<file path="config.mk">
export PLATFORM = sky130hd
export DESIGN_NAME = cmd_deser
export DESIGN_NICKNAME = d
export VERILOG_FILES = /design/src/clk_mgr_pkg.sv /design/src/cmd_deser.sv
export SDC_FILE = /design/constraint.sdc
export NUM_CORES = 1
export LEC_CHECK = 0
export BUFFER_PORTS_ARGS = -buffer_cell sky130_fd_sc_hd__buf_4
export CELL_PAD_IN_SITES_DETAIL_PLACEMENT = 1
export CELL_PAD_IN_SITES_GLOBAL_PLACEMENT = 1
export CORE_UTILIZATION = 43
export DETAILED_ROUTE_END_ITERATION = 12
export GPL_TIMING_DRIVEN = 0
export PLACE_DENSITY = 0.87
export SKIP_CTS_REPAIR_TIMING = 1
export SLEW_MARGIN = 10
export SYNTH_ARGS = -nofsm -noshare
export SYNTH_HDL_FRONTEND = slang
export SYNTH_SLANG_ARGS = --single-unit
export TNS_END_PERCENT = 50
</file>
<file path="constraint.sdc">
create_clock -name mclk -period 1.65 [get_ports mclk]
set_input_delay 0.33 -clock mclk [delete_from_list [all_inputs] [get_ports mclk]]
set_output_delay 0.33 -clock mclk [all_outputs]
set_load 0.1 [all_outputs]
</file>
<file path="src/clk_mgr_pkg.sv">
package clk_mgr_pkg;

    parameter int CMD_DATA_W = 11;                 // command word, D1[2:0] over D0
    parameter int NUM_SRC    = 4;                  // external clock sources
    parameter int NUM_MON    = 3;                  // monitored input clocks
    parameter int PAYLOAD_W  = NUM_MON + NUM_SRC;  // {running, src_active}

    // bit 0 of the command address picks one of two registers
    typedef enum logic [0:0] {
        REG_CTRL   = 1'b0,  // resets, power-downs, monitor resets
        REG_STATUS = 1'b1   // status mode and sequence
    } reg_sel_e;

    // status packet sender
    typedef enum logic [1:0] {
        ST_IDLE = 2'd0,  // nothing queued
        ST_REQ  = 2'd1,  // rq up, address byte on the bus
        ST_B1   = 2'd2,  // {seq, payload[1:0]}
        ST_B2   = 2'd3   // upper payload bits
    } status_state_e;

    // wd[7:6] of a status write, code 2 is reserved and acts as off
    typedef enum logic [1:0] {
        MODE_OFF  = 2'd0,
        MODE_ONCE = 2'd1,
        MODE_AUTO = 2'd3
    } status_mode_e;

endpackage

</file>
<file path="src/cmd_deser.sv">
`timescale 1ns/1ps

module cmd_deser #(
    parameter logic [15:0] CMD_ADDR = 16'h728,  // base of the two-register block
    parameter logic [15:0] CMD_MASK = 16'h7fe   // bits that must agree with CMD_ADDR
) (
    input  logic                               mclk,
    input  logic                               rst,
    input  logic [7:0]                         cmd_ad_i,   // AL, AH, D0, D1
    input  logic                               cmd_stb_i,  // with AL only
    output clk_mgr_pkg::reg_sel_e              cmd_a_o,    // register offset
    output logic [clk_mgr_pkg::CMD_DATA_W-1:0] cmd_data_o, // {D1[2:0], D0}
    output logic                               cmd_we_o    // one cycle after D1
);

    logic [1:0]                         byte_cnt;      // index of the byte now on the bus
    logic                               busy;          // capture in progress
    logic [15:0]                        addr_sr;       // shifts in AL then AH
    logic [clk_mgr_pkg::CMD_DATA_W-1:0] data_sr;       // D0 low, D1 low bits high
    logic                               addr_hit;      // registered address compare
    logic                               addr_match_w;

    // only the bits set in the mask take part
    assign addr_match_w = ((addr_sr ^ CMD_ADDR) & CMD_MASK) == 16'h0000;

    assign cmd_a_o    = clk_mgr_pkg::reg_sel_e'(addr_sr[0]);  // held until next strobe
    assign cmd_data_o = data_sr;

    // byte counter, compare and write strobe
    always_ff @(posedge mclk or posedge rst) begin
        if (rst) begin
            byte_cnt <= 2'd0;
            busy     <= 1'b0;
            addr_hit <= 1'b0;
            cmd_we_o <= 1'b0;
        end else begin
            cmd_we_o <= 1'b0;  // default, single-cycle pulse
            if (cmd_stb_i) begin  // new command always restarts
                byte_cnt <= 2'd1;
                busy     <= 1'b1;
                addr_hit <= 1'b0;
            end else if (busy) begin
                byte_cnt <= byte_cnt + 2'd1;
                if (byte_cnt == 2'd2) begin  // D0 on bus, AL/AH complete
                    addr_hit <= addr_match_w;
                end
                if (byte_cnt == 2'd3) begin  // D1 on bus, last byte
                    busy     <= 1'b0;
                    cmd_we_o <= addr_hit;
                end
            end
        end
    end

    // payload shift registers
    always_ff @(posedge mclk) begin
        if (cmd_stb_i || (busy && byte_cnt == 2'd1)) begin
            addr_sr <= {cmd_ad_i, addr_sr[15:8]};  // AL ends up low
        end
        if (!cmd_stb_i && busy && byte_cnt == 2'd2) begin
            data_sr[7:0] <= cmd_ad_i;  // D0
        end
        if (!cmd_stb_i && busy && byte_cnt == 2'd3) begin
            data_sr[clk_mgr_pkg::CMD_DATA_W-1:8] <= cmd_ad_i[clk_mgr_pkg::CMD_DATA_W-9:0];
        end
    end

    // write strobe is a single pulse per command
    a_we_single: assert property (
        @(posedge mclk) disable iff (rst)
        cmd_we_o |=> !cmd_we_o
    );

    // strobe for AL came exactly four cycles before the write
    a_we_after_stb: assert property (
        @(posedge mclk) disable iff (rst)
        cmd_we_o |-> $past(cmd_stb_i, 4)
    );

endmodule

</file>
==> flow_summary.ini <==
[status]
outcome = completed

[logic_synthesis]
seq_area_frac_synth = 0.850
synth.cell_area_mm2 = 0.00110
synth_fa_ha_area_frac = 0.0341
netlist_top_cells_area = edfxtp_1, dfrtp_1, ha_1, nand4bb_2, a21o_1
ys_ff_latch = 32
synth_fp_nets = 70
synth_compound_area_frac = 0.0250
yosysTopAreaCell = edfxtp_1
muxShareOfSynthArea = 0
synth-xor-area-share = 0.00795
synth_top_family_by_area = simple AND/OR/NAND/NOR gates
postSynthAreaPerCell_um2 = 19.7
synthCells = 56
synth.top_cell.area_share = 0.736
synth_cell_type_count = 17
synthSimpleGateAreaFrac = 0.0659
synth_warnings = 0

[clock_network]
root_buffer = clkbuf_4
clkTransAtPathRegs_ps = 100
cts_tree = yes
cts_max_level = 2
insertion_delay_ps = 320
cts_made_buffers = 5
cts_num_sinks = 32
clock_path_buffers = 2

[worst_setup_path]
critPathCapture = addr_hit
r2r_setup_slack_ps = 80
startpoint_type = flip-flop
worstReg2RegStart = addr_sr[2]
max_stage_delay_ps = 550
cp_slowest_cell = or4b_1
cp.required_ps = 1900
cp-startpoint = addr_sr[2]
worst_path_dominant_cell_family = simple AND/OR/NAND/NOR gates
rr_worst_depth = 3
cp_cell_sequence = or4b_1 > or4_1 > a21oi_1
worst-setup-path-type = reg -> reg
cp-end-kind = flip-flop
critPathBufInv = 0
worstReg2RegEnd = addr_hit
path_depth = 3
crit_fanout = 1
arrival_ps = 1820

[pwr]
ir_worst_vdd_mv = 1.49
leakagePower_nw = 0.563
cellPowerDensity_mw_per_mm2 = 1620
p_total_mw = 2.29

[die]
start_util = 0.475
ios = 24
coreArea_mm2 = 0.00232
dieArea_mm2 = 0.00277
fp.dieH_um = 52.6
rows = 17
die_w_um = 52.6

[global_route]
grt_pass1_vias = 624
grt_pass1_wl_mm = 2.96
grt_usage = 0.168
grt_overflow_total = 0
grt_max_degree = 17
antenna_found_initial = 0

[min_path]
min_path_cells = 1
hold_class = in -> reg

[finish]
stdcell_count = 116
stdcell_area_mm2 = 0.00141
syn_to_final_growth_pct = 28.3
utilization = 0.609
drive_above_1_share = 0.386
mostFrequentLayoutCells = edfxtp_1, buf_4, dfrtp_1, clkbuf_4, inv_1
nets = 101
antennaDiodeCount = 0
final_common_cell = edfxtp_1

[timing]
rsz0062_at_grt = false
fin_skew_ps = 13.7
slew_violations = 0
finalHoldViolCount = 0
worst_slack_ps = 77.3
setup_viol = 0
relSlewSlack = 0.705
fin_crit_sh = 0.953
tightestPinTransition_ps = 442
period_needed_ps = 1570
max_freq_mhz = 636
hold-worst-slack_ps = 188
tns_ps = 0

[drt]
ant_nets = 0
drc = 0
vias = 564
finalWirelength_mm = 1.88
drtIter0Drc = 7
via_per_inst = 4.86
firstDrtPassIters = 4
routedWlPerCell_um = 16.2

[job]
cap_violations = 0

[placed_design]
place_ws_ps = -108
post_dp_cell_area_mm2 = 0.00131
gp_congestion = 0.674
io_buffers = 23
dp_hpwl_mm = 1.42
place_inst = 107
## cell families (layout without fill, tap and decap cells)
| group | Yosys count | count (layout) |
|---|---|---|
| AO/OA/AOI/OAI | 4 | 4 |
| XOR/XNOR | 1 | 1 |
| adder cells (fa/ha/maj) | 3 | 3 |
| buffers and inverters | 5 | 37 |
| flip-flops | 32 | 32 |
| AND/OR/NAND/NOR | 11 | 11 |
## power breakdown
group	internal, mW	switching [mW]	total [mW]
Sequential	1.09	0.0778	1.17
Combinational	0.133	0.384	0.517
Clock	0.356	0.247	0.603
## worst register-to-register path, delay by kind of cell (launching register included)
family | cells | cell delay (ps)
flops | 1 | 380
compound gates | 1 | 140
simple gates | 2 | 970
## final cells by class
| class | instances | area, um2 |
|---|---|---|
| fillers | 218 | 906 |
| flip-flops and latches | 32 | 936 |
| repair buffers | 24 | 183 |
| inverters | 4 | 15.0 |
| well taps | 28 | 35.0 |
| plain buffers | 1 | 3.75 |
| clock inverters | 2 | 33.8 |
| multi-input cells | 19 | 155 |
| clock buffers | 6 | 51.3 |
## sequential cells by signal, indices dropped and copies added (netlist names)
register / cells
addr_sr: 16
addr_hit: 1
cmd_data_o: 11
busy: 1
byte_cnt: 2
cmd_we_o: 1
## synth_stat cells, drive strengths merged
library cell	instances
inv	4
or4	1
dfrtp	5
a21oi	1
or4b	1
nor3b	1
and2	1
xnor2	1
nand4bb	1
ha	3
clkbuf	1
nand2	3
nand2b	1
edfxtp	27
nor2	2
a21o	2
a211oi	1
## routing by layer
metal  part of all wire  track usage
met5                  0            0
met4              0.025       0.0833
met3              0.052       0.0580
met2               0.56        0.300
met1               0.37        0.173
## worst min-delay path by stage
stage | endpoint | startpoint
floorplan | addr_hit | rst
global placement | cmd_we_o | rst
detailed placement | cmd_we_o | rst
CTS | busy | rst
global route | cmd_data_o[6] | cmd_ad_i[6]
finish | cmd_data_o[6] | cmd_ad_i[6]
Note: power is estimated with default switching activity, not from simulation.
