[src/clk_mgr_pkg.sv]
package clk_mgr_pkg;

    parameter int CMD_DATA_W = 11;                 // command word, D1[2:0] over D0
    parameter int NUM_SRC    = 4;                  // external clock sources
    parameter int NUM_MON    = 3;                  // monitored input clocks
    parameter int PAYLOAD_W  = NUM_MON + NUM_SRC;  // {running, src_active}

    // bit 0 of the command address picks one of two registers
    typedef enum logic [0:0] {
        REG_CTRL   = 1'b0,  // resets, power-downs, monitor resets
        REG_STATUS = 1'b1   // status mode and sequence
    } reg_sel_e;

    // status packet sender
    typedef enum logic [1:0] {
        ST_IDLE = 2'd0,  // nothing queued
        ST_REQ  = 2'd1,  // rq up, address byte on the bus
        ST_B1   = 2'd2,  // {seq, payload[1:0]}
        ST_B2   = 2'd3   // upper payload bits
    } status_state_e;

    // wd[7:6] of a status write, code 2 is reserved and acts as off
    typedef enum logic [1:0] {
        MODE_OFF  = 2'd0,
        MODE_ONCE = 2'd1,
        MODE_AUTO = 2'd3
    } status_mode_e;

endpackage

[src/status_generate.sv]
`timescale 1ns/1ps

module status_generate #(
    parameter logic [7:0] STATUS_REG_ADDR = 8'h3a  // first byte of every packet
) (
    input  logic                              mclk,
    input  logic                              rst,
    input  logic                              we_i,           // mode/sequence write
    input  logic [7:0]                        wd_i,           // {mode[1:0], seq[5:0]}
    input  logic [clk_mgr_pkg::PAYLOAD_W-1:0] payload_i,      // {running, src_active}
    input  logic                              status_start_i, // downstream took the address
    output logic [7:0]                        status_ad_o,    // byte-serial status
    output logic                              status_rq_o     // packet waiting
);

    localparam int PW = clk_mgr_pkg::PAYLOAD_W;

    clk_mgr_pkg::status_state_e state;
    clk_mgr_pkg::status_mode_e  mode_q;
    clk_mgr_pkg::status_mode_e  wd_mode_w;
    logic [5:0]                 seq_q;       // sequence number sent in byte 1
    logic [PW-1:0]              sent_q;      // payload of the last packet
    logic                       pend_q;      // send requested while a packet was going out
    logic                       wr_send_w;
    logic                       wr_off_w;
    logic                       auto_chg_w;
    logic                       want_w;

    assign wd_mode_w  = clk_mgr_pkg::status_mode_e'(wd_i[7:6]);
    assign wr_send_w  = we_i && (wd_mode_w == clk_mgr_pkg::MODE_ONCE ||
                                 wd_mode_w == clk_mgr_pkg::MODE_AUTO);
    assign wr_off_w   = we_i && !wr_send_w;  // off or reserved code
    assign auto_chg_w = (mode_q == clk_mgr_pkg::MODE_AUTO) && (payload_i != sent_q) && !we_i;
    assign want_w     = wr_send_w || auto_chg_w || (pend_q && !wr_off_w);

    // mode and sequence
    always_ff @(posedge mclk or posedge rst) begin
        if (rst) begin
            mode_q <= clk_mgr_pkg::MODE_OFF;
            seq_q  <= 6'd0;
        end else if (we_i) begin
            mode_q <= wd_mode_w;
            seq_q  <= wd_i[5:0];
        end
    end

    // packet sender
    always_ff @(posedge mclk or posedge rst) begin
        if (rst) begin
            state       <= clk_mgr_pkg::ST_IDLE;
            status_rq_o <= 1'b0;
            status_ad_o <= 8'h00;
            sent_q      <= '0;
            pend_q      <= 1'b0;
        end else begin
            if (wr_off_w) begin
                pend_q <= 1'b0;  // off drops anything queued
            end else if (wr_send_w && (state == clk_mgr_pkg::ST_B1 ||
                                       state == clk_mgr_pkg::ST_B2)) begin
                pend_q <= 1'b1;  // too late for this packet, queue one more
            end
            case (state)
                clk_mgr_pkg::ST_IDLE: begin
                    if (want_w) begin
                        state       <= clk_mgr_pkg::ST_REQ;
                        status_rq_o <= 1'b1;
                        status_ad_o <= STATUS_REG_ADDR;
                        pend_q      <= 1'b0;
                    end
                end
                clk_mgr_pkg::ST_REQ: begin  // later changes merge here
                    if (status_start_i) begin
                        state       <= clk_mgr_pkg::ST_B1;
                        status_rq_o <= 1'b0;
                        status_ad_o <= {seq_q, payload_i[1:0]};
                        sent_q      <= payload_i;  // snapshot at start
                    end
                end
                clk_mgr_pkg::ST_B1: begin
                    state       <= clk_mgr_pkg::ST_B2;
                    status_ad_o <= {{(10 - PW){1'b0}}, sent_q[PW-1:2]};
                end
                clk_mgr_pkg::ST_B2: begin
                    state       <= clk_mgr_pkg::ST_IDLE;
                    status_ad_o <= 8'h00;  // bus quiet between packets
                end
                default: begin
                    state       <= clk_mgr_pkg::ST_IDLE;
                    status_rq_o <= 1'b0;
                    status_ad_o <= 8'h00;
                end
            endcase
        end
    end

    // request is never withdrawn before start, even by a mode-off write
    a_rq_held: assert property (
        @(posedge mclk) disable iff (rst)
        (status_rq_o && !status_start_i) |=> status_rq_o
    );

endmodule

[config.mk]
export PLATFORM = sky130hd
export DESIGN_NAME = status_generate
export DESIGN_NICKNAME = d
export VERILOG_FILES = /design/src/clk_mgr_pkg.sv /design/src/status_generate.sv
export SDC_FILE = /design/constraint.sdc
export NUM_CORES = 1
export LEC_CHECK = 0
export BUFFER_PORTS_ARGS = -buffer_cell sky130_fd_sc_hd__buf_2
export CAP_MARGIN = 5
export CORE_UTILIZATION = 32
export DETAILED_ROUTE_END_ITERATION = 10
export GPL_ROUTABILITY_DRIVEN = 0
export SLEW_MARGIN = 10
export SYNTH_ARGS = -nofsm -noshare
export SYNTH_HDL_FRONTEND = slang
export SYNTH_SLANG_ARGS = --single-unit
[constraint.sdc]
create_clock -name mclk -period 3.1 [get_ports mclk]
set_input_delay 0.62 -clock mclk [delete_from_list [all_inputs] [get_ports mclk]]
set_output_delay 0.62 -clock mclk [all_outputs]
set_load 0.01 [all_outputs]
==> metrics.txt <==
CTS resizes 0; R2R depth 5; r2r setup slk 1270 ps; P&R area growth vs syn 17.0%; CTS tree built; Max Fclk 545 MHz; htree depth 1; smallest hold slack 514 ps; Post CTS Setup Buffer Count 0; GRT Total Usage 12.5%; Post-synth top flop dfrtp_1; CTS root buf clkbuf_8; hold path cells 1; most frequent cells in the layout 27 x buf_2, 27 x dfrtp_1, 22 x mux2_2, 7 x xnor2_1, 5 x ha_1; Rel. slew slack 33.3%; Clock power frac 14.8%; Sequential Power Share 42.0%; number of synthesis warnings 0; Post-Route WL 2480 um; peak supply drop 0.000374 V; Clock transition at path regs 90 ps; Critical R2R Launch state[1]; HP Start status_ad_o[1]; final number of setup-violating endpoints 0; # hold bufs at CTS 0; CP endpoint kind flip-flop; Top Ports 28; vias per cell 4.94; # fillers 394; Chip Height 66.3 um; library cells used by synthesis 29; Cell Area, Synth 1320 um2; core area 3800 um2; drt first pass iters 4; Mean Syn Cell Area 12.8 um2; Cells after DPL 176; CP required 3270 ps; Slew Limit Fails 0; hold endpoint status_ad_o[1]; Switching Power 0.000479 W; power share of the combinational group 43.3%; vias in the first global route 878; routed vias 890; total die area 4390 um2; worst hold path type reg2reg; Post-Layout Cell Count 180; worst-case clock buffer depth 2; share of synthesized registers carrying an async set or reset 100%; Starting Density 34.8%; Worst EP arrival 2000 ps; max_cap viols 0; Yosys reg bits 27; drc violations 0; CTS sink count 27; syn nets 127; unrepaired setup endpoints after global routing false; drt wl/cell 13.8 um; setup_tns 0 ps; # port buffers 27; first-pass GRT wire length 4060 um; total CTS buffers 3; Seq/Total Area, Yosys 51.1%; starting DRC count in detailed routing 29; # rows 22; min Tclk post-route 1830 ps; Die Span X 66.3 um; dpl ws 998 ps; Cell Pwr Density 882 nW/um2; Worst Skew 3.79 ps; Static Leakage 0.717 nW; Skew-Pair Late Insertion Delay 270 ps; total grt overflow 0; dpl hpwl 1910 um; Post-synth EDFFs 0; Final Hold Fails 0; period utilisation layout 59.2%; initial antenna violation count 0; crit start category flip-flop; setup ws final 1270 ps; fin util 40.7%; share of layout cells above drive strength 1 44.7%; Pint 0.000885 W; RR Endpoint status_ad_o[5]; cells after synthesis 103; Slew @ Worst Pin 999 ps; Nets 157; switching part of the total 35.1%; crit path max fanout 12; Post-DRT Antenna Nets 0; largest net degree at the start of global routing 28; status completed; Antenna Cells 0; critical path class reg2reg
==> Yosys cell counts (2+ instances only) <==
cell / number / area share, %
a221o_1: 3 / 2.3
a22oi_1: 2 / 1.1
a31oi_1: 2 / 0.95
and2_1: 2 / 0.95
dfrtp_1: 27 / 51
ha_1: 5 / 4.7
inv_1: 3 / 0.85
mux2_2: 22 / 19
mux2i_1: 2 / 1.5
nand2_1: 3 / 0.85
nand3_1: 2 / 0.76
nand4_1: 2 / 0.95
nor2_1: 3 / 0.85
o21ai_0: 4 / 1.5
xnor2_1: 7 / 4.6
==> registers in the layout, indices dropped and copies added (netlist names) <==
signal / flops
sent_q: 7
pend_q: 1
status_rq_o: 1
seq_q: 6
state: 2
mode_q: 2
status_ad_o: 8
==> worst max-delay path, cell delays in order (launching register included) <==
cell,delay [ps]
dfrtp_1,410
inv_1,100
ha_1,330
nor2b_1,240
a21oi_4,280
mux2_2,380
==> power by group through the flow <==
stage	logic [W]	clock network (W)	registers (W)
2_1_floorplan	0.000435	0	0.000581
3_3_place_gp	0.000580	0	0.000577
3_5_place_dp	0.000600	0	0.000583
4_1_cts	0.000601	0.000207	0.000576
5_1_grt	0.000650	0.000221	0.000589
6_report	0.000590	0.000201	0.000572
==> final cells by class <==
cell class	count	area [um2]	share of cell area (%)
clock buffers	3	41.3	2.67
multi-input cells	71	618	40.0
clock inverters	1	5.00	0.324
inverters	3	11.3	0.728
well taps	48	60.1	3.88
repair buffers	27	135	8.74
flip-flops and latches	27	676	43.7
==> worst max-delay path by stage <==
stage	start	end	slack [ps]
after floorplan	wd_i[6]	state[1]	1340
after global placement	we_i	status_ad_o[0]	1070
after detailed placement	we_i	status_ad_o[5]	1000
after CTS	state[1]	status_ad_o[5]	1260
after global routing	state[1]	status_ad_o[5]	1180
final	state[1]	status_ad_o[5]	1270
==> layer usage <==
metal / GRT usage [%] / up-vias / routed length, um
li1: - / 423 / -
met5: 0 / - / 0
met3: 3.97 / 5 / 144
met1: 14.9 / 440 / 1130
met2: 21.3 / 22 / 1170
met4: 3.99 / 0 / 29
==> per-stage QoR <==
stage	cell area (um2)	power, W
after floorplan	1320	0.00102
after global placement	1500	0.00116
after detailed placement	1500	0.00118
after CTS	1550	0.00138
after global routing	1550	0.00146
final	1550	0.00136
==> kinds of logic after synthesis <==
group | Yosys count | synth area share, %
AO/OA/AOI/OAI | 16 | 9.28
XOR/XNOR | 7 | 4.64
adder cells (fa/ha/maj) | 5 | 4.73
buffers and inverters | 5 | 2.08
flip-flops | 27 | 51.1
multiplexers | 24 | 20.3
AND/OR/NAND/NOR | 19 | 7.86
Power figures use the tool's default switching activity.
