`src/clk_mgr_pkg.sv`:
```
package clk_mgr_pkg;

    parameter int CMD_DATA_W = 11;                 // command word, D1[2:0] over D0
    parameter int NUM_SRC    = 4;                  // external clock sources
    parameter int NUM_MON    = 3;                  // monitored input clocks
    parameter int PAYLOAD_W  = NUM_MON + NUM_SRC;  // {running, src_active}

    // bit 0 of the command address picks one of two registers
    typedef enum logic [0:0] {
        REG_CTRL   = 1'b0,  // resets, power-downs, monitor resets
        REG_STATUS = 1'b1   // status mode and sequence
    } reg_sel_e;

    // status packet sender
    typedef enum logic [1:0] {
        ST_IDLE = 2'd0,  // nothing queued
        ST_REQ  = 2'd1,  // rq up, address byte on the bus
        ST_B1   = 2'd2,  // {seq, payload[1:0]}
        ST_B2   = 2'd3   // upper payload bits
    } status_state_e;

    // wd[7:6] of a status write, code 2 is reserved and acts as off
    typedef enum logic [1:0] {
        MODE_OFF  = 2'd0,
        MODE_ONCE = 2'd1,
        MODE_AUTO = 2'd3
    } status_mode_e;

endpackage

```
`src/clk_ctrl_regs.sv`:
```
`timescale 1ns/1ps

module clk_ctrl_regs (
    input  logic                                mclk,
    input  logic                                rst,
    input  clk_mgr_pkg::reg_sel_e               cmd_a_i,
    input  logic [clk_mgr_pkg::CMD_DATA_W-1:0]  cmd_data_i,
    input  logic                                cmd_we_i,
    output logic [clk_mgr_pkg::NUM_SRC-1:0]     src_rst_o,     // per-source reset
    output logic [clk_mgr_pkg::NUM_SRC-1:0]     src_pwrdwn_o,  // per-source power-down
    output logic [clk_mgr_pkg::NUM_MON-1:0]     mon_rst_o,     // activity monitor resets
    output logic [clk_mgr_pkg::NUM_SRC-1:0]     src_active_o,  // neither reset nor powered down
    output logic                                status_we_o,   // status mode write, one cycle
    output logic [7:0]                          status_wd_o    // D0 of that write
);

    localparam int SRC = clk_mgr_pkg::NUM_SRC;

    logic [clk_mgr_pkg::CMD_DATA_W-1:0] ctrl_q;  // {mon_rst, pwrdwn, rst}
    logic                               set_ctrl_w;
    logic                               set_status_w;

    assign set_ctrl_w   = cmd_we_i && (cmd_a_i == clk_mgr_pkg::REG_CTRL);
    assign set_status_w = cmd_we_i && (cmd_a_i == clk_mgr_pkg::REG_STATUS);

    // field split
    assign src_rst_o    = ctrl_q[SRC-1:0];
    assign src_pwrdwn_o = ctrl_q[2*SRC-1:SRC];
    assign mon_rst_o    = ctrl_q[clk_mgr_pkg::CMD_DATA_W-1:2*SRC];
    assign src_active_o = ~(src_rst_o | src_pwrdwn_o);  // stands in for lock

    always_ff @(posedge mclk or posedge rst) begin
        if (rst) begin
            ctrl_q      <= '0;    // everything released
            status_we_o <= 1'b0;
        end else begin
            status_we_o <= set_status_w;
            if (set_ctrl_w) begin
                ctrl_q <= cmd_data_i;
            end
        end
    end

    // mode byte only, upper bits are for the control register
    always_ff @(posedge mclk) begin
        if (set_status_w) begin
            status_wd_o <= cmd_data_i[7:0];
        end
    end

endmodule

```
`config.mk`:
```
export PLATFORM = sky130hd
export DESIGN_NAME = clk_ctrl_regs
export DESIGN_NICKNAME = d
export VERILOG_FILES = /design/src/clk_mgr_pkg.sv /design/src/clk_ctrl_regs.sv
export SDC_FILE = /design/constraint.sdc
export NUM_CORES = 1
export LEC_CHECK = 0
export BUFFER_PORTS_ARGS = -buffer_cell sky130_fd_sc_hd__buf_4
export CAP_MARGIN = 20
export CELL_PAD_IN_SITES_DETAIL_PLACEMENT = 0
export CELL_PAD_IN_SITES_GLOBAL_PLACEMENT = 1
export CORE_MARGIN = 2
export CORE_UTILIZATION = 31
export CTS_CLUSTER_DIAMETER = 50
export DETAILED_ROUTE_END_ITERATION = 8
export PLACE_DENSITY = 0.73
export SYNTH_ARGS = -nofsm -noshare
export SYNTH_HDL_FRONTEND = slang
export SYNTH_SLANG_ARGS = --single-unit
```
`constraint.sdc`:
```
create_clock -name mclk -period 0.8 [get_ports mclk]
set_input_delay 0.04 -clock mclk [delete_from_list [all_inputs] [get_ports mclk]]
set_output_delay 0.04 -clock mclk [all_outputs]
set_load 0.02 [all_outputs]
```
==> flow_summary.ini, run 1 <==
[run_status]
status = complete, but fails checks
violations = negative setup slack

[sta]
relSlewSlack_pct = 68.9
finalHoldViolCount = 0
period_share_pct = 129
final-setup-viol-count = 33
fin_hold_ws_ns = 0.123
worstMarginPinSlew_ns = 0.465
rsz0062_at_grt = yes
max_clock_freq_mhz = 966
finalSetupTns_ns = -3.53
min_period_ns = 1.04
fin_skew_ns = 0
slew_violations = 0
setup_slack_ns = -0.235

[drt]
drt-wirelength-per-cell_um = 12.2
drt-pass1-iter-count = 1
drtIter0Drc = 0
drt-total-wl_mm = 1.56
ant_nets = 0
drc = 0
via_per_inst = 4.14
vias = 530

[global_route]
grt_pass1_wl_mm = 2.35
grt.total_usage_pct = 11.9
grt_max_degree = 13
grt_pass1_vias = 516
gr-total-overflow = 0
antenna_found_initial = 0

[floorplan]
io_pins = 39
die_x_um = 53.6
die_h_um = 53.6
initial_utilization_pct = 33.5
dieArea_um2 = 2870
core_area_um2 = 2280
fp-row-count = 17

[final_layout]
fillCellCount = 164
antennaDiodeCount = 0
drive_gt1_share_pct = 77.0
area_growth_syn_to_layout_pct = 84.6
fin_area_um2 = 1410
nNetsFinal = 116

[clocking]
clkLatencyLatePin_ns = 0.29
cts_buffers = 3
htree_levels = 1
cts.clk_slew.worst_paths_ns = 0.12
clock-sinks = 20
cts_tree = done
ctsLongestPathBuffers = 2
cts-root-buf = clkbuf_4

[placement]
gp_congestion = 0.648
dp_hpwl_mm = 1.10
port_buffers = 38
placed_area_um2 = 1110
dp_slack_ns = -0.104

[min_path]
min_path_type = input port to flop
hold_start = cmd_a_i

[critical_path]
setup.worst_path.start = ctrl_q[1]
crit_required_ns = 0.76
reg2reg_from = ctrl_q[1]
r2r_setup_slack_ns = -0.13
cp_max_fo = 3
path_class = flop to output port
endpoint_kind = output port
start_kind = flop
arrival_ns = 1.00

[yosys]
syn_area_um2 = 762
yosysMostFrequentCell = dfrtp_1
syn_area_per_cell_um2 = 19.5
synthTopCellsByCount = dfrtp_1 (12), mux2_4 (10), edfxtp_1 (8), nor2_1 (4)
yosysUniqueCellTypes = 9
ys.flop_type = dfrtp_1
yosysSeqAreaShare_pct = 70.9
syn_inst = 39
synthTopCellsByArea = dfrtp_1 (39%), edfxtp_1 (32%), mux2_4 (20%)
yosysWarnings = 0
async_flop_share_pct = 60.0
yosysTopAreaCellShare_pct = 39.4
syn_nets = 54
synth_edf_count = 8
synth_top_area_cell = dfrtp_1
synth_seq_cells = 20

[pwr]
seqPwrFrac_pct = 45.3
swShare_pct = 26.3
p_per_area_nw_per_um2 = 2030
ir_worst_vdd_mv = 1.41
p_switching_w = 0.000752
p_leak_nw = 0.638
combinationalPowerShare_pct = 30.6
p_int_w = 0.00211
pwr-share-clk_pct = 24.1

[flow_run]
cap_violations = 0
final cells by class:
type	count	area [um2]	share of cell area, %
inverters	1	3.75	0.267
clock buffers	4	47.5	3.38
flip-flops and latches	20	554	39.4
well taps	28	35.0	2.49
multi-input cells	17	205	14.6
repair buffers	58	561	39.9
registers in the layout, indices dropped and copies added, names as in the netlist:
signal,count
status_we_o,1
status_wd_o,8
ctrl_q,11
power by group through the flow:
| stage | Combinational [W] | Sequential [W] | Clock [W] |
|---|---|---|---|
| after detailed placement | 0.000689 | 0.00129 | 0 |
| after floorplan | 0.000223 | 0.00143 | 0 |
| final | 0.000876 | 0.00130 | 0.000688 |
| after global placement | 0.000681 | 0.00129 | 0 |
| after CTS | 0.000833 | 0.00129 | 0.000716 |
| after global routing | 0.000924 | 0.00131 | 0.000758 |
timing repair:
action | in CTS | in global routing
resized for setup | 18 | 7
setup endpoints to repair | 32 | 35
hold buffers | 12 | 0
pin swaps | 3 | 0
endpoints found under the hold margin | 31 | 0
buffers inserted | 3 | 2
per-stage QoR:
stage | instances | utilization [%] | total power [W]
floorplan | 39 | - | 0.00165
global placement | 107 | 48.8 | 0.00197
detailed placement | 107 | 48.8 | 0.00198
CTS | 126 | 60.1 | 0.00284
global route | 128 | 61.8 | 0.00299
finish | 128 | 61.8 | 0.00286
critical path: stages, from the launching register on:
cell and delay, ns:
dfrtp_2 0.44, buf_4 0.14, buf_6 0.12
per-layer routing:
layer  part of all wire, %  track usage, %  vias up  wire length (um)
met4                  0.51            6.41        0                 8
met5                     0               0        -                 0
met1                    42            15.5      245               663
li1                      -               -      258                 -
met3                   9.7            4.44        2               151
met2                    47            17.3       25               741
cells in the final DEF (no fill, tap or decap), drive strengths merged:
master / instances
and2: 1
inv: 1
edfxtp: 8
nor2b: 1
clkbuf: 4
buf: 46
nor2: 4
dfrtp: 12
dlygate4sd3: 12
mux2: 11
path summary, 6_finish.rpt:
check / endpoint / depth (start not counted)
max reg2reg: ctrl_q[1] / 2
min: ctrl_q[3] / 3
min reg2reg: ctrl_q[9] / 1
max in group asynchronous: ctrl_q[4] / 3
max: src_rst_o[1] / 2
min in group asynchronous: status_we_o / 3
cells by family after synthesis:
kind of cell	after synthesis	share of synthesized area (%)
mux	11	21.2
simple gates	6	4.76
buf+inv	2	3.12
flops	20	70.9
Power figures use the tool's default switching activity.
==> run 2, diff against run 1 <==
--- a/config.mk
+++ b/config.mk
@@ -13,7 +13,7 @@
 export CORE_UTILIZATION = 31
 export CTS_CLUSTER_DIAMETER = 50
 export DETAILED_ROUTE_END_ITERATION = 8
-export PLACE_DENSITY = 0.73
+export PLACE_DENSITY = 0.81
 export SYNTH_ARGS = -nofsm -noshare
 export SYNTH_HDL_FRONTEND = slang
 export SYNTH_SLANG_ARGS = --single-unit
==> run 2 against run 1 <==
  * The run still ends with negative setup slack left
  * Final area fell by 1.1%
  * First-iteration DRC count is 2 higher
  * Non-clock buffer count shrank 2
  * Hold slack better by 0.041 ns
  * Register-to-register slack worse by 0.098 ns
  * Largest cell class is now registers
  * Critical path depth unchanged
  * Clock power grew 17%
  * Clock skew unchanged
  * Sequential share of layout area increased by 0.43 points
==> flow_summary.ini, run 2 (synthesis results as in run 1) <==
[global_route]
antenna_found_initial = 0
grt.total_usage_pct = 11.9
grt_pass1_vias = 531
gr-total-overflow = 0
grt_pass1_wl_mm = 2.35
grt_max_degree = 13

[critical_path]
ff2ff_path_depth = 3
crit_chain = buf_4 > buf_6
timing.rr.end = ctrl_q[4]
reg2reg_from = ctrl_q[4]
critPathBufInv = 2
critical-path-slowest-cell = dfrtp_2
path_class = flop to output port
start_kind = flop
endpoint_kind = output port
crit_family = flip-flops
r2r_setup_slack_ns = -0.23
crit_path_max_incr_delay_ns = 0.44
crit_required_ns = 0.76
arrival_ns = 0.99
cp_max_fo = 3
setup.worst_path.start = ctrl_q[1]

[clocking]
cts.clk_slew.worst_paths_ns = 0.11
cts-root-buf = clkbuf_4
cts_buffers = 3
ctsLongestPathBuffers = 2
clock-sinks = 20
htree_levels = 1
clkLatencyLatePin_ns = 0.29
cts_tree = done

[min_path]
hold_start = cmd_we_i
hold_path_depth = 2
holdPathEnd = status_we_o
min_path_type = input port to flop

[floorplan]
dieArea_um2 = 2870
die_h_um = 53.6
fp-row-count = 17
io_pins = 39
die_x_um = 53.6
initial_utilization_pct = 33.5
core_area_um2 = 2280

[sta]
relSlewSlack_pct = 82.0
final-setup-viol-count = 31
worstMarginPinSlew_ns = 0.269
max_clock_freq_mhz = 973
slew_violations = 0
setup_slack_ns = -0.228
fin_skew_ns = 0
finalHoldViolCount = 0
period_share_pct = 129
rsz0062_at_grt = yes
min_period_ns = 1.03

[pwr]
p_per_area_nw_per_um2 = 2110
ir_worst_vdd_mv = 1.22
p_leak_nw = 0.624
total_power_w = 0.00294

[final_layout]
top_register = ctrl_q
fillCellCount = 178
nNetsFinal = 114
area_growth_syn_to_layout_pct = 82.6
final_common_cell = buf_4
reg.largest.list = ctrl_q (11), status_wd_o (8), status_we_o (1)
final_core_util_pct = 61.1
antennaDiodeCount = 0
largest_reg_flops = 11
drive_gt1_share_pct = 75.5
final_cell_mix = buf_4 (22), buf_6 (21), dlygate4sd3_1 (12), dfrtp_2 (11), mux2_4 (10)

[placement]
port_buffers = 38
gp_congestion = 0.667

[run_status]
status = complete, but fails checks
violations = negative setup slack

[drt]
drt-wirelength-per-cell_um = 12.3
via_per_inst = 4.06
drt-total-wl_mm = 1.55
vias = 511
ant_nets = 0
drc = 0
drt-pass1-iter-count = 2
drtIter0Drc = 2

[flow_run]
cap_violations = 0
## run 2: cell count changes in the layout (fill, tap and decap cells not counted)
cell	before	now
buf_4	23	22
buf_6	22	21
bufinv_16	0	1
clkbuf_16	1	0
clkinvlp_4	0	1
inv_1	1	0
nor2_1	1	3
nor2_2	3	1
## run 2: how the worst max path moves through the flow
stage | to | slack [ns] | cells past startpoint
6_report | src_rst_o[1] | -0.23 | 2
5_1_grt | src_active_o[3] | -0.27 | 2
4_1_cts | src_active_o[0] | -0.25 | 2
3_5_place_dp | ctrl_q[4] | -0.09 | 4
3_3_place_gp | ctrl_q[0] | -0.08 | 4
2_1_floorplan | ctrl_q[4] | -0.03 | 1
## run 2: layout make-up
class	count	area, um2	share of cell area [%]
Tap cell	28	35.0	2.52
Sequential cell	20	554	39.8
Timing Repair Buffer	56	542	38.9
Clock buffer	3	22.5	1.62
Clock inverter	1	30.0	2.16
Multi-Input combinational cell	17	200	14.4
Inverter	1	7.51	0.540
## run 2: routing by layer
layer / track usage (%) / up-vias / part of all wire (%)
met3: 3.06 / 0 / 6.6
li1: - / 257 / -
met4: 5.13 / 0 / 0
met1: 15.1 / 230 / 44
met5: 0 / - / 0
met2: 19.1 / 24 / 50
## run 2: repair_timing
action / CTS / global route
pin swaps: 2 / 1
hold buffers: 12 / 0
buffers inserted: 2 / 2
hold endpoints to repair: 31 / 0
gates resized for setup: 17 / 6
setup endpoints to repair: 30 / 40
## run 2: worst register-to-register path, stage by stage (launching register included)
cell and delay, ns:
dfrtp_2 0.43, buf_4 0.14, buf_6 0.10, mux2_4 0.26
## run 2: metrics by stage
step | instance area [um2] | setup TNS (ns) | worst slack [ns] | std cells | hold WS [ns]
after floorplan | 776 | -0.293 | -0.0295 | 39 | -0.0960
after global placement | 1100 | -0.665 | -0.0821 | 106 | 0.0805
after detailed placement | 1100 | -0.758 | -0.0919 | 106 | 0.0857
after CTS | 1360 | -3.46 | -0.249 | 124 | 0.160
after global routing | 1390 | -4.29 | -0.272 | 126 | 0.160
final | 1390 | -3.18 | -0.228 | 126 | 0.163
## run 2: report_power, final
part / leakage, nW / internal [W] / switching [W]
combinational: 0.390 / 0.000501 / 0.000338
clock: 0.0279 / 0.000506 / 0.000297
sequential: 0.206 / 0.00120 / 0.0000936
total: 0.624 / 0.00221 / 0.000729
==> run 3, diff against run 2 <==
--- a/config.mk
+++ b/config.mk
@@ -5,15 +5,16 @@
 export SDC_FILE = /design/constraint.sdc
 export NUM_CORES = 1
 export LEC_CHECK = 0
+export ABC_AREA = 1
 export BUFFER_PORTS_ARGS = -buffer_cell sky130_fd_sc_hd__buf_4
 export CAP_MARGIN = 20
 export CELL_PAD_IN_SITES_DETAIL_PLACEMENT = 0
 export CELL_PAD_IN_SITES_GLOBAL_PLACEMENT = 1
 export CORE_MARGIN = 2
-export CORE_UTILIZATION = 31
+export CORE_UTILIZATION = 28
 export CTS_CLUSTER_DIAMETER = 50
 export DETAILED_ROUTE_END_ITERATION = 8
-export PLACE_DENSITY = 0.81
+export PLACE_DENSITY = 0.73
 export SYNTH_ARGS = -nofsm -noshare
 export SYNTH_HDL_FRONTEND = slang
 export SYNTH_SLANG_ARGS = --single-unit
==> run 3 against run 2 <==
  * The run still ends with negative setup slack left
  * Synthesized cell count increased by 67%
  * Hold slack worse by 0.047 ns
  * First-iteration DRC count rose to 7.0 times the previous value
  * Highest routed layer is now met4
==> flow_summary.ini, run 3 <==
[final_layout]
reg.largest.list = ctrl_q (11), status_wd_o (8), status_we_o (1)
final_cell_mix = buf_4 (26), buf_6 (23), nand2_1 (22), dfrtp_1 (12), dlygate4sd3_1 (12)
nNetsFinal = 143
largest_reg_flops = 11
top_register = ctrl_q
final_cells = 157
antennaDiodeCount = 0
area_growth_syn_to_layout_pct = 88.5
final_common_cell = buf_4
final_core_util_pct = 56.2
drive_gt1_share_pct = 46.5

[floorplan]
die_h_um = 55.3
io_pins = 39
dieArea_um2 = 3060
fp-row-count = 18
die_x_um = 55.3
core_area_um2 = 2480
initial_utilization_pct = 29.8

[critical_path]
arrival_ns = 0.99
start_kind = flop
crit_family = flip-flops
critical-path-slowest-cell = dfrtp_1
r2r_setup_slack_ns = 0.01
critPathCapture = src_active_o[2]
crit_path_max_incr_delay_ns = 0.44
path_depth = 2
reg2reg_from = ctrl_q[0]
cp_max_fo = 3
setup.worst_path.start = ctrl_q[2]
endpoint_kind = output port
critPathBufInv = 1
ff2ff_path_depth = 3
crit_chain = nor2_2 > buf_6
path_class = flop to output port
timing.rr.end = ctrl_q[0]
crit_required_ns = 0.76

[placement]
placed_cells = 134
dp_slack_ns = 0.0203
port_buffers = 38
gp_congestion = 0.692
dp_hpwl_mm = 1.34

[sta]
min_period_ns = 1.03
finalHoldViolCount = 0
final-setup-viol-count = 24
period_share_pct = 128
fin_skew_ns = 0
slew_violations = 0
worstMarginPinSlew_ns = 0.382
relSlewSlack_pct = 74.5
rsz0062_at_grt = yes
setup_slack_ns = -0.226
max_clock_freq_mhz = 975
fin_hold_ws_ns = 0.116

[pwr]
total_power_w = 0.00286
p_per_area_nw_per_um2 = 2050
ir_worst_vdd_mv = 1.23
p_leak_nw = 0.693

[flow_run]
cap_violations = 0

[yosys]
yosysWarnings = 0
syn_area_per_cell_um2 = 11.4
synth_edf_count = 8
synth_top_area_cell = dfrtp_1
yosysMostFrequentCell = nand2_1
yosysUniqueCellTypes = 9
ys.flop_type = dfrtp_1
synthTopCellsByCount = nand2_1 (24), dfrtp_1 (12), nand3_1 (11), edfxtp_1 (8), nor2_1 (4)
synth_seq_cells = 20
synth_compound_area_share_pct = 0
yosysTopAreaCellShare_pct = 40.7
yosysSeqAreaShare_pct = 73.2
synthMuxAreaShare_pct = 0
async_flop_share_pct = 60.0
syn_nets = 80
synth_xor_area_share_pct = 0
synth_fa_ha_area_share_pct = 0
synthSimpleGateAreaFrac_pct = 21.7
synthTopCellsByArea = dfrtp_1 (41%), edfxtp_1 (33%), nand2_1 (12%)
syn_inst = 65
synth_top_family_by_area = simple AND/OR/NAND/NOR gates
syn_area_um2 = 738

[run_status]
violations = negative setup slack
status = complete, but fails checks

[drt]
drt-pass1-iter-count = 4
drt-total-wl_mm = 1.84
ant_nets = 0
vias = 669
drt-wirelength-per-cell_um = 11.7
drc = 0
via_per_inst = 4.26
drtIter0Drc = 14

[clocking]
cts_tree = done
cts_buffers = 3
cts.clk_slew.worst_paths_ns = 0.11
cts-root-buf = clkbuf_4
clkLatencyLatePin_ns = 0.30
ctsLongestPathBuffers = 2
htree_levels = 1
clock-sinks = 20

[global_route]
gr-total-overflow = 0
antenna_found_initial = 0
grt_pass1_vias = 634
grt_max_degree = 13
grt_pass1_wl_mm = 3.08
grt.total_usage_pct = 13.0

[min_path]
min_path_type = input port to flop
run 3: changes by cell type in the layout (fill, tap and decap cells not counted), moves of 2 or more:
| cell | before | now |
|---|---|---|
| nor2_2 | 1 | 4 |
| nand3_1 | 0 | 11 |
| buf_6 | 21 | 23 |
| buf_4 | 22 | 26 |
| nor2_1 | 3 | 0 |
| dfrtp_1 | 1 | 12 |
| nand2_1 | 0 | 22 |
| nand2_2 | 0 | 2 |
| mux2_4 | 10 | 0 |
| inv_1 | 0 | 3 |
| dfrtp_2 | 11 | 0 |
run 3: logic make-up after synthesis:
logic type             Yosys count
buffers and inverters            6
AND/OR/NAND/NOR                 39
flip-flops                      20
run 3: power by group:
part	internal, W	switching (W)	leakage [nW]	total [W]
Clock	0.000506	0.000306	0.0279	0.000813
Sequential	0.00117	0.0000881	0.224	0.00126
Combinational	0.000428	0.000357	0.441	0.000785
run 3: worst min-delay path, cell delays in order:
cell and delay (ns):
buf_4 0.11, buf_4 0.12, nand3_1 0.07, nand2_1 0.05
run 3: repair_timing:
item | CTS | global route
endpoints found under the setup margin | 24 | 27
gates resized for setup | 18 | 7
buffers inserted | 3 | 5
endpoints found under the hold margin | 31 | 0
pin swaps | 2 | 3
hold buffers | 12 | 0
run 3: how the worst min path moves through the flow:
stage	endpoint	slack, ns	startpoint	cells after the start
6_report	ctrl_q[6]	0.12	cmd_we_i	4
5_1_grt	ctrl_q[7]	0.13	cmd_we_i	4
4_1_cts	ctrl_q[6]	0.12	cmd_we_i	4
3_5_place_dp	status_we_o	0.04	rst	3
3_3_place_gp	status_we_o	0.04	rst	3
2_1_floorplan	ctrl_q[0]	-0.1	rst	1
run 3: layout make-up:
cell class	count	area [um2]
repair buffers	61	574
clock inverters	1	30.0
fillers	234	1090
well taps	30	37.5
multi-input cells	39	175
clock buffers	3	22.5
inverters	3	11.3
flip-flops and latches	20	541
run 3: metal layers:
| layer | track usage [%] | part of all wire [%] | vias to the layer above |
|---|---|---|---|
| li1 | - | - | 334 |
| met1 | 16.8 | 44 | 305 |
| met2 | 19.6 | 48 | 26 |
| met3 | 3.04 | 5.4 | 4 |
| met4 | 8.36 | 2.8 | 0 |
| met5 | 0 | 0 | - |
run 3: per-stage QoR:
step	cell area (um2)	setup TNS, ns
5_1_grt	1390	-3.85
6_report	1390	-2.75
4_1_cts	1340	-2.86
3_5_place_dp	1070	0
3_3_place_gp	1070	0
2_1_floorplan	748	0
